### src/design/ddr2_macros.svh
`ifndef DDR2_MACROS_SVH
`define DDR2_MACROS_SVH

// scaled-down wait lengths, in CLK_n cycles
`define DDR2_POWERUP_CYCLES 64 // cke held low after reset
`define DDR2_CMD_GAP 8 // issue to issue during init
`define DDR2_HANDOFF_CYCLES 32 // last init command to user_ready

// init table depth
`define DDR2_INIT_STEPS 11

// field widths
`define DDR2_ADDR_W 14
`define DDR2_BANK_W 3
`define DDR2_TIMER_W 8

`endif

### src/design/ddr2_pkg.sv
`include "ddr2_macros.svh"

package ddr2_pkg;

	// RAS/CAS/WE as seen on the pins
	typedef enum logic [2:0] {
		MRST = 3'b000, // mode register set
		ARSR = 3'b001, // auto refresh
		PRCH = 3'b010, // precharge
		ACTV = 3'b011, // activate
		WRTE = 3'b100, // write
		READ = 3'b101, // read
		BTRM = 3'b110, // burst terminate
		NOOP = 3'b111
	} ddr2_cmd_e;

	// mode register layout, A13 down to A0
	typedef struct packed {
		logic       upper; // A13, unused
		logic       pd_exit; // A12
		logic [2:0] wr_recovery; // A11..A9
		logic       dll_reset; // A8
		logic       test_mode; // A7
		logic [2:0] cas_lat; // A6..A4
		logic       burst_type; // A3, 0 = sequential
		logic [2:0] burst_len; // A2..A0
	} ddr2_mode_t;

	// one address word, read either as a row or as a mode word
	typedef union packed {
		logic [`DDR2_ADDR_W-1:0] row; // row number, A10 = all banks on PRCH
		ddr2_mode_t              mode;
	} ddr2_addr_u;

endpackage

### src/design/ddr2_bank_tracker.sv
`timescale 1ns/1ps
`include "ddr2_macros.svh"

module ddr2_bank_tracker import ddr2_pkg::*; (
	input  logic                         CLK_n,
	input  logic                         RST,
	input  logic                         cke,
	input  ddr2_cmd_e                    cmd_pin,
	input  ddr2_addr_u                   addr_pin,
	input  logic [`DDR2_BANK_W-1:0]      bank_pin,
	output logic [(1<<`DDR2_BANK_W)-1:0] bank_open,
	output logic                         protocol_error
);

	logic hit_open; // addressed bank already open
	logic any_open;

	assign hit_open = bank_open[bank_pin];
	assign any_open = |bank_open;

	always_ff @(posedge CLK_n) begin
		if (!RST) begin
			bank_open      <= '0;
			protocol_error <= 1'b0;
		end else begin
			protocol_error <= 1'b0; // single-cycle pulse
			if (cke) begin
				case (cmd_pin)
					ACTV: begin
						if (hit_open)
							protocol_error <= 1'b1; // row already active
						bank_open[bank_pin] <= 1'b1;
					end
					READ, WRTE, BTRM: begin
						if (!hit_open)
							protocol_error <= 1'b1; // no open row
					end
					PRCH: begin
						if (addr_pin.row[10])
							bank_open <= '0; // precharge all
						else
							bank_open[bank_pin] <= 1'b0;
					end
					ARSR, MRST: begin
						// refresh and mode set need every bank idle
						if (any_open)
							protocol_error <= 1'b1;
					end
					default: ;
				endcase
			end
		end
	end

endmodule

### src/design/ddr2_cmd_front.sv
`timescale 1ns/1ps
`include "ddr2_macros.svh"

module ddr2_cmd_front import ddr2_pkg::*; (
	input  logic                         CLK_n,
	input  logic                         RST,
	input  ddr2_cmd_e                    user_cmd,
	input  ddr2_addr_u                   user_addr,
	input  logic [`DDR2_BANK_W-1:0]      user_bank,
	output logic                         cke,
	output ddr2_cmd_e                    cmd_pin,
	output ddr2_addr_u                   addr_pin,
	output logic [`DDR2_BANK_W-1:0]      bank_pin,
	output logic                         user_ready,
	output logic [(1<<`DDR2_BANK_W)-1:0] bank_open,
	output logic                         protocol_error
);

	logic                     timer_load;
	logic [`DDR2_TIMER_W-1:0] timer_value;
	logic                     timer_done;
	logic [3:0]               step;
	ddr2_cmd_e                rom_cmd;
	ddr2_addr_u               rom_addr;
	logic [`DDR2_BANK_W-1:0]  rom_bank;

	ddr2_init_seq i_seq (
		.CLK_n       (CLK_n),
		.RST         (RST),
		.timer_done  (timer_done),
		.timer_load  (timer_load),
		.timer_value (timer_value),
		.step        (step),
		.rom_cmd     (rom_cmd),
		.rom_addr    (rom_addr),
		.rom_bank    (rom_bank),
		.user_cmd    (user_cmd),
		.user_addr   (user_addr),
		.user_bank   (user_bank),
		.cke         (cke),
		.cmd_pin     (cmd_pin),
		.addr_pin    (addr_pin),
		.bank_pin    (bank_pin),
		.user_ready  (user_ready)
	);

	ddr2_init_rom i_rom (
		.step     (step),
		.rom_cmd  (rom_cmd),
		.rom_addr (rom_addr),
		.rom_bank (rom_bank)
	);

	ddr2_wait_timer i_timer (
		.CLK_n       (CLK_n),
		.RST         (RST),
		.timer_load  (timer_load),
		.timer_value (timer_value),
		.timer_done  (timer_done)
	);

	// watches the pins, init traffic included
	ddr2_bank_tracker i_tracker (
		.CLK_n          (CLK_n),
		.RST            (RST),
		.cke            (cke),
		.cmd_pin        (cmd_pin),
		.addr_pin       (addr_pin),
		.bank_pin       (bank_pin),
		.bank_open      (bank_open),
		.protocol_error (protocol_error)
	);

endmodule

### src/design/ddr2_init_rom.sv
`timescale 1ns/1ps
`include "ddr2_macros.svh"

module ddr2_init_rom import ddr2_pkg::*; (
	input  logic [3:0]             step,
	output ddr2_cmd_e              rom_cmd,
	output ddr2_addr_u             rom_addr,
	output logic [`DDR2_BANK_W-1:0] rom_bank
);

	always_comb begin
		rom_cmd  = NOOP;
		rom_addr = '0;
		rom_bank = '0;
		case (step)
			4'd0, 4'd5: begin
				rom_cmd          = PRCH;
				rom_addr.row[10] = 1'b1; // all banks
			end
			4'd1: begin
				rom_cmd  = MRST; // EMR2, all zero
				rom_bank = 3'd2;
			end
			4'd2: begin
				rom_cmd  = MRST; // EMR3, all zero
				rom_bank = 3'd3;
			end
			4'd3, 4'd10: begin
				rom_cmd                   = MRST; // EMR, dll on, ocd exit
				rom_bank                  = 3'd1;
				rom_addr.mode.wr_recovery = 3'b010; // A10, dqs# disable
			end
			4'd4, 4'd8: begin
				rom_cmd                   = MRST; // MR
				rom_addr.mode.burst_len   = 3'b010; // BL4
				rom_addr.mode.burst_type  = 1'b0;
				rom_addr.mode.cas_lat     = 3'd3;
				rom_addr.mode.dll_reset   = (step == 4'd4); // only on the first MR
				rom_addr.mode.wr_recovery = 3'b010; // WR3
			end
			4'd6, 4'd7: begin
				rom_cmd = ARSR;
			end
			4'd9: begin
				// EMR with OCD default, A9..A7 all set, plus dqs# disable
				rom_cmd                   = MRST;
				rom_bank                  = 3'd1;
				rom_addr.mode.test_mode   = 1'b1; // A7
				rom_addr.mode.dll_reset   = 1'b1; // A8
				rom_addr.mode.wr_recovery = 3'b011; // A10, A9
			end
			default: begin
				rom_addr.row[10] = 1'b1;
			end
		endcase
	end

endmodule

### src/design/ddr2_init_seq.sv
`timescale 1ns/1ps
`include "ddr2_macros.svh"

module ddr2_init_seq import ddr2_pkg::*; (
	input  logic                      CLK_n,
	input  logic                      RST,
	input  logic                      timer_done,
	output logic                      timer_load,
	output logic [`DDR2_TIMER_W-1:0]  timer_value,
	output logic [3:0]                step,
	input  ddr2_cmd_e                 rom_cmd,
	input  ddr2_addr_u                rom_addr,
	input  logic [`DDR2_BANK_W-1:0]   rom_bank,
	input  ddr2_cmd_e                 user_cmd,
	input  ddr2_addr_u                user_addr,
	input  logic [`DDR2_BANK_W-1:0]   user_bank,
	output logic                      cke,
	output ddr2_cmd_e                 cmd_pin,
	output ddr2_addr_u                addr_pin,
	output logic [`DDR2_BANK_W-1:0]   bank_pin,
	output logic                      user_ready
);

	localparam int unsigned TW = `DDR2_TIMER_W;
	localparam logic [3:0] LAST_STEP = 4'(`DDR2_INIT_STEPS - 1);

	typedef enum logic [1:0] {POWERUP, COMMANDS, HANDOFF, USER} state_e;

	state_e                  state;
	logic                    pwr_armed; // power-up wait loaded
	ddr2_cmd_e               cmd_q;
	ddr2_addr_u              addr_q;
	logic [`DDR2_BANK_W-1:0] bank_q;

	always_comb begin
		timer_load  = 1'b0;
		timer_value = TW'(`DDR2_CMD_GAP);
		case (state)
			POWERUP: begin
				if (!pwr_armed) begin
					timer_load  = 1'b1;
					timer_value = TW'(`DDR2_POWERUP_CYCLES);
				end else if (timer_done) begin
					timer_load = 1'b1; // gap up to the first command
				end
			end
			COMMANDS: begin
				timer_load = timer_done;
				if (step == LAST_STEP)
					timer_value = TW'(`DDR2_HANDOFF_CYCLES);
			end
			default: ; // handoff and user wait on the running count
		endcase
	end

	always_ff @(posedge CLK_n) begin
		if (!RST) begin
			state      <= POWERUP;
			pwr_armed  <= 1'b0;
			cke        <= 1'b0;
			user_ready <= 1'b0;
			step       <= '0;
			cmd_q      <= NOOP;
		end else begin
			cmd_q <= NOOP; // gap filler
			case (state)
				POWERUP: begin
					pwr_armed <= 1'b1;
					if (pwr_armed && timer_done) begin
						cke   <= 1'b1;
						state <= COMMANDS;
					end
				end
				COMMANDS: begin
					if (timer_done) begin
						cmd_q <= rom_cmd;
						step  <= step + 4'd1;
						if (step == LAST_STEP)
							state <= HANDOFF;
					end
				end
				HANDOFF: begin
					if (timer_done) begin
						user_ready <= 1'b1;
						state      <= USER;
					end
				end
				default: ; // user owns the pins
			endcase
		end
	end

	always_ff @(posedge CLK_n) begin
		if (state == COMMANDS && timer_done) begin
			addr_q <= rom_addr;
			bank_q <= rom_bank;
		end
	end

	// user path is combinational once handed off
	assign cmd_pin  = user_ready ? user_cmd  : cmd_q;
	assign addr_pin = user_ready ? user_addr : addr_q;
	assign bank_pin = user_ready ? user_bank : bank_q;

endmodule

### src/design/ddr2_wait_timer.sv
`timescale 1ns/1ps
`include "ddr2_macros.svh"

module ddr2_wait_timer (
	input  logic                     CLK_n,
	input  logic                     RST,
	input  logic                     timer_load,
	input  logic [`DDR2_TIMER_W-1:0] timer_value,
	output logic                     timer_done
);

	logic [`DDR2_TIMER_W-1:0] count;

	// load counts the load cycle itself
	always_ff @(posedge CLK_n) begin
		if (!RST) begin
			count <= '0;
		end else if (timer_load) begin
			count <= timer_value - `DDR2_TIMER_W'(1);
		end else if (count != '0) begin
			count <= count - `DDR2_TIMER_W'(1); // park at zero
		end
	end

	assign timer_done = (count == '0);

endmodule

### config.mk
export PLATFORM = sky130hd
export DESIGN_NAME = ddr2_cmd_front
export DESIGN_NICKNAME = d
export VERILOG_FILES = /design/src/design/ddr2_pkg.sv /design/src/design/ddr2_bank_tracker.sv /design/src/design/ddr2_cmd_front.sv /design/src/design/ddr2_init_rom.sv /design/src/design/ddr2_init_seq.sv /design/src/design/ddr2_wait_timer.sv
export VERILOG_INCLUDE_DIRS = /design/src /design/src/design
export SDC_FILE = /design/constraint.sdc
export NUM_CORES = 1
export LEC_CHECK = 0
export BUFFER_PORTS_ARGS = -buffer_cell sky130_fd_sc_hd__buf_4
export CAP_MARGIN = 20
export CORE_MARGIN = 2
export CORE_UTILIZATION = 48
export CTS_BUF_LIST = sky130_fd_sc_hd__clkbuf_4 sky130_fd_sc_hd__clkbuf_8
export DETAILED_ROUTE_END_ITERATION = 10
export HOLD_SLACK_MARGIN = 0.06
export PLACE_DENSITY_LB_ADDON = 0.3
export SKIP_CTS_REPAIR_TIMING = 1
export SYNTH_ARGS = -nofsm -noshare
export SYNTH_HDL_FRONTEND = slang
export SYNTH_SLANG_ARGS = --single-unit
### constraint.sdc
create_clock -name CLK_n -period 3.5 [get_ports CLK_n]
set_input_delay 0.7 -clock CLK_n [delete_from_list [all_inputs] [get_ports CLK_n]]
set_output_delay 0.7 -clock CLK_n [all_outputs]
set_load 0.005 [all_outputs]
==> metrics.yaml, run 1 <==
timing:
  skew_ns: 0.00336
  hold_slack_ns: 0.542
  finalSetupViolations: 0
  slew_headroom: 0.379
  post-route-min-period_ns: 2.61
  drv_slew: 0
  hold_viol: 0
  tightest_slew_ns: 0.931
  fin_crit_sh: 0.746
  tns_ns: 0
  finalWorstSetupSlack_ns: 0.888
  max_freq_mhz: 383
  rsz0062_at_grt: "false"
power_and_ir_drop:
  p_sw_frac: 0.350
  p_comb_frac: 0.347
  p_per_area_nw_per_um2: 538
  seq_power_share: 0.352
  internal_power_mw: 0.962
  power.leakage_nw: 1.13
  switching_power_mw: 0.517
  ir_drop_mv: 0.392
  p_clk_frac: 0.301
  fin_total_pwr_mw: 1.48
worst_setup_path:
  start_kind: "flop"
  r2r-end: "i_timer.count[4]"
  required_ns: 2.80
  startpoint: "i_seq.user_ready"
  crit_path_end: "bank_pin[1]"
  critPathMaxFanout: 27
  arrival_ns: 1.91
  r2r_cells: 9
  reg2reg_slack_ns: 1.15
  rr_startpoint: "i_seq.state[0]"
  crit_type: "reg -> out"
  crit_path_end_kind: "output pin"
yosys:
  synth.most_common_cell: "dfxtp_1"
  muxShareOfSynthArea: 0.0769
  synth-edff-count: 6
  synthTopCellsByCount: "dfxtp_1 (29), nand2_1 (27), nor2_1 (27), a21oi_1 (16), o21ai_0 (15)"
  synth_area_um2: 2230
  yosys_most_used_dff: "dfxtp_1"
  netlist_instances: 265
  synth_seq_cells: 35
  synth_cell_types: 59
  synthAdderAreaFrac: 0.0505
  syn_avg_cell_area_um2: 8.41
  yosys_warnings: 0
  synthTopCellsByArea: "dfxtp_1 (26%), edfxtp_1 (8.1%), ha_1 (5.1%)"
  synth.top_cell.area_share: 0.261
  synth_xor_area_frac: 0.0197
  async_reset_ff_frac: 0
  synth-simple-area-share: 0.255
  synth_nets: 296
  synth_compound_area_frac: 0.203
  synth_top_family_by_area: "simple AND/OR/NAND/NOR gates"
  synth_top_area_cell: "dfxtp_1"
  synth-seq-area-share: 0.341
placement:
  post-place-ws_ns: 1.21
  hpwl_um: 3910
  dp_cells: 355
  io_buffers: 52
  gp_congestion: 0.920
  place_area_um2: 2620
cts:
  cts_tree: "built"
  cts.sinks: 35
  path_clk_slew_ns: 0.07
  clock_path_buffers: 2
  clk_latency_ns: 0.29
  numCtsBuffers: 5
  cts_root_buffer: "clkbuf_8"
  htree_levels: 2
final_layout:
  drive_above_1_share: 0.260
  final_cell_area_um2: 2750
  antenna_cells: 0
  final_nets: 341
  area_growth_syn_to_layout_pct: 23.5
  finalNonFillerCells: 363
  finish.utilization: 0.623
die:
  start_util: 0.505
  core-area_um2: 4410
  rows: 24
  die_h_um: 72.1
  io_pins: 53
  die_area_um2: 5200
  dieWidth_um: 72.1
routing:
  drtAntennaViolNets: 0
  viasPerCell: 5.79
  vias: 2102
  first_iter_violations: 127
  drc_errors: 0
  drt-pass1-iter-count: 4
  wirelength_um: 5320
  wl_per_cell_um: 14.7
global_routing:
  grt-ovfl-total: 0
  antenna_found_initial: 0
  grt_start_max_net_pins: 28
  grt_pass1_vias: 1959
  track_usage: 0.220
  grt_first_pass_wirelength_um: 9120
run_status:
  status: "complete, no violations"
hold_path:
  worstHoldPathType: "reg -> reg"
flow_run:
  max_cap_viol_count: 0
layout by cell type (no fill, tap or decap), types with 3 or more instances in the layout:
cell type,Yosys,layout
a31oi_1,6,6
o21ai_0,15,15
mux2_2,4,4
a21oi_1,16,16
nand3_1,3,3
inv_1,12,12
a211oi_1,3,3
nor2_1,27,27
mux2i_1,7,7
and2_1,9,9
clkbuf_8,0,5
nor3_1,14,14
nor4_1,3,3
o21a_1,3,3
buf_4,1,52
xnor2_1,3,3
or4_1,3,3
edfxtp_1,6,6
nand2b_1,5,5
ha_1,9,9
and3_1,3,3
or2_2,4,4
nand2_1,27,27
dfxtp_1,29,29
cell families after synthesis:
kind of cell             after synthesis
buffers and inverters                 27
adder cells (fa/ha/maj)                9
multiplexers                          14
AO/OA/AOI/OAI                         65
XOR/XNOR                               5
AND/OR/NAND/NOR                      110
flip-flops                            35
sequential cells by signal, summed over array words and instances (netlist names):
name / count
i_timer.count: 8
i_tracker.bank_open: 8
i_seq.addr_q: 4
i_seq.step: 4
i_seq.cmd_q: 3
i_seq.bank_q: 2
i_seq.state: 2
i_seq.cke: 1
i_seq.pwr_armed: 1
i_seq.user_ready: 1
i_tracker.protocol_error: 1
worst min-delay path by stage:
| stage | start | endpoint | slack (ns) | depth (start not counted) |
|---|---|---|---|---|
| after floorplan | i_timer.count[0] | i_timer.count[0] | 0.45 | 1 |
| after global placement | i_timer.count[0] | i_timer.count[0] | 0.48 | 1 |
| after detailed placement | i_tracker.bank_open[4] | i_tracker.bank_open[4] | 0.53 | 2 |
| after CTS | i_tracker.bank_open[4] | i_tracker.bank_open[4] | 0.54 | 2 |
| after global routing | i_timer.count[0] | i_timer.count[0] | 0.57 | 1 |
| final | i_tracker.bank_open[5] | i_tracker.bank_open[5] | 0.54 | 2 |
power by group through the flow:
| stage | combinational, mW | sequential, mW | clock [mW] |
|---|---|---|---|
| 6_report | 0.514 | 0.521 | 0.445 |
| 3_5_place_dp | 0.504 | 0.526 | 0 |
| 5_1_grt | 0.570 | 0.527 | 0.471 |
| 2_1_floorplan | 0.413 | 0.510 | 0 |
| 4_1_cts | 0.509 | 0.518 | 0.452 |
| 3_3_place_gp | 0.497 | 0.526 | 0 |
per-layer routing:
| layer | wire [um] | global-route usage | up-vias |
|---|---|---|---|
| li1 | - | - | 1047 |
| met1 | 2310 | 0.277 | 969 |
| met2 | 2560 | 0.359 | 75 |
| met3 | 344 | 0.0514 | 11 |
| met4 | 108 | 0.101 | 0 |
| met5 | 0 | 0 | - |
worst max-delay path, stage by stage, from the launching register on:
cell and delay [ns]:
dfxtp_1 0.93, mux2i_4 0.41, inv_2 0.12, buf_4 0.15
area by class of cell:
cell class | instances | area (um^2)
repair buffers | 52 | 390
flip-flops and latches | 35 | 761
well taps | 52 | 65.1
multi-input cells | 203 | 1350
clock inverters | 2 | 60.1
inverters | 13 | 48.8
fillers | 385 | 1660
clock buffers | 6 | 76.3
No activity file was read; power rests on OpenSTA's default activity.
==> run 2, diff against run 1 <==
clock period = 2.3 ns   (was 3.5 ns; I/O delays follow)
==> metrics.yaml, run 2 (synthesis results as in run 1) <==
timing:
  drv_slew: 0  # unchanged
  hold_viol: 0  # unchanged
  tightest_slew_ns: 0.550  # -0.381 ns
  finalWorstSetupSlack_ns: 0.214  # -0.675 ns
  skew_ns: 0.00916  # +0.00580 ns
  tns_ns: 0  # unchanged
  fin_crit_sh: 0.907
  max_freq_mhz: 479
  rsz0062_at_grt: "false"
  post-route-min-period_ns: 2.09
  slew_headroom: 0.629  # +0.251
  finalSetupViolations: 0  # unchanged
cts:
  cts.sinks: 35  # unchanged
  numCtsBuffers: 5  # unchanged
  path_clk_slew_ns: 0.07  # about the same
  clk_latency_ns: 0.29  # about the same
  cts_tree: "built"
  clock_path_buffers: 2  # unchanged
  htree_levels: 2  # unchanged
  cts_root_buffer: "clkbuf_8"
global_routing:
  antenna_found_initial: 0  # unchanged
  grt-ovfl-total: 0  # unchanged
  grt_pass1_vias: 1931  # -1.4%
  grt_first_pass_wirelength_um: 8840  # -3.1%
  grt_start_max_net_pins: 18  # -36%
  track_usage: 0.213  # -0.00788
flow_run:
  max_cap_viol_count: 0  # unchanged
power_and_ir_drop:
  power.leakage_nw: 1.16  # +2.1%
  p_per_area_nw_per_um2: 770  # +43%
  ir_drop_mv: 0.622  # +59%
  fin_total_pwr_mw: 2.14  # +45%
placement:
  gp_congestion: 0.846  # -8.0%
  io_buffers: 52  # unchanged
  hpwl_um: 3860  # -1.4%
  post-place-ws_ns: 0.248  # -0.964 ns
final_layout:
  final_common_cell: "buf_4"
  top_regs: "i_timer.count (8), i_tracker.bank_open (8)"
  antenna_cells: 0  # unchanged
  area_growth_syn_to_layout_pct: 24.6
  drive_above_1_share: 0.283  # +0.0226
  layout_common_cells: "buf_4 (59), dfxtp_1 (28), nand2_1 (27), nor2_1 (27), a21oi_1 (16)"
  final_nets: 348  # +2.1%
die:
  die_area_um2: 5200  # unchanged
  core-area_um2: 4410  # unchanged
  start_util: 0.505  # unchanged
  die_h_um: 72.1  # unchanged
  dieWidth_um: 72.1  # unchanged
  rows: 24  # unchanged
  io_pins: 53  # unchanged
routing:
  wirelength_um: 5270  # -0.90%
  drc_errors: 0  # unchanged
  vias: 2114  # +0.57%
  first_iter_violations: 103  # -19%
  drt-pass1-iter-count: 4  # unchanged
  drtAntennaViolNets: 0  # unchanged
  wl_per_cell_um: 14.3  # -2.8%
  viasPerCell: 5.71  # -1.3%
worst_setup_path:
  required_ns: 1.84  # -0.96 ns
  critPathMaxFanout: 17  # -37%
  arrival_ns: 1.63  # -0.28 ns
  critPathSlowestCell: "dfxtp_2"
  crit_path_end_kind: "output pin"
  slowest_delay_ns: 0.48  # -0.45 ns
  cp_common_cell: "buf_4"
  crit_type: "reg -> out"
  cpLargestDelayFamily: "flip-flops"
  crit_chain: "buf_4 > mux2_2 > buf_4"
  path_buf_inv: 2  # unchanged
  start_kind: "flop"
hold_path:
  worstHoldPathType: "reg -> reg"
run_status:
  status: "complete, no violations"
-- run 2: where the power goes --
group | internal, mW | total, mW | switching (mW)
clock | 0.285 | 0.500 | 0.215
sequential | 0.699 | 0.789 | 0.0893
combinational | 0.376 | 0.850 | 0.475
-- run 2: per-stage QoR --
step | hold slack (ns) | cell area, um^2 | cells | utilization
2_1_floorplan | 0.453 | 2230 | 265 | -
3_3_place_gp | 0.496 | 2670 | 362 | 0.604
3_5_place_dp | 0.489 | 2670 | 362 | 0.604
4_1_cts | 0.503 | 2770 | 370 | 0.628
5_1_grt | 0.528 | 2780 | 370 | 0.629
6_report | 0.495 | 2780 | 370 | 0.629
-- run 2: worst reg2reg max path: stages (launching register included) --
cell	delay, ns
dfxtp_1	0.34
inv_1	0.10
ha_1	0.33
nand2b_1	0.15
nand2_1	0.10
ha_1	0.23
o41ai_4	0.13
or4_1	0.41
a21oi_1	0.11
nand4bb_1	0.12
-- run 2: final cells by class --
class | instances | area [um^2]
Fill cell | 391 | 1640
Clock buffer | 8 | 104
Sequential cell | 35 | 762
Multi-Input combinational cell | 203 | 1350
Timing Repair Buffer | 59 | 443
Inverter | 13 | 48.8
Tap cell | 52 | 65.1
-- run 2: metal layers --
layer | vias to the layer above | track usage | part of all wire
li1 | 1061 | - | -
met1 | 983 | 0.275 | 0.46
met3 | 6 | 0.0417 | 0.053
met4 | 0 | 0.0818 | 0.013
met5 | - | 0 | 0
met2 | 64 | 0.350 | 0.48
-- run 2: worst paths after layout --
| path | cells past startpoint | to | slack [ns] | startpoint |
|---|---|---|---|---|
| worst max-delay path | 3 | addr_pin[10] | 0.21 | i_seq.user_ready |
| worst min-delay path | 1 | i_timer.count[0] | 0.50 | i_timer.count[0] |
| worst max register to register | 9 | i_timer.count[4] | 0.23 | i_seq.state[0] |
| worst min register to register | 1 | i_timer.count[0] | 0.50 | i_timer.count[0] |
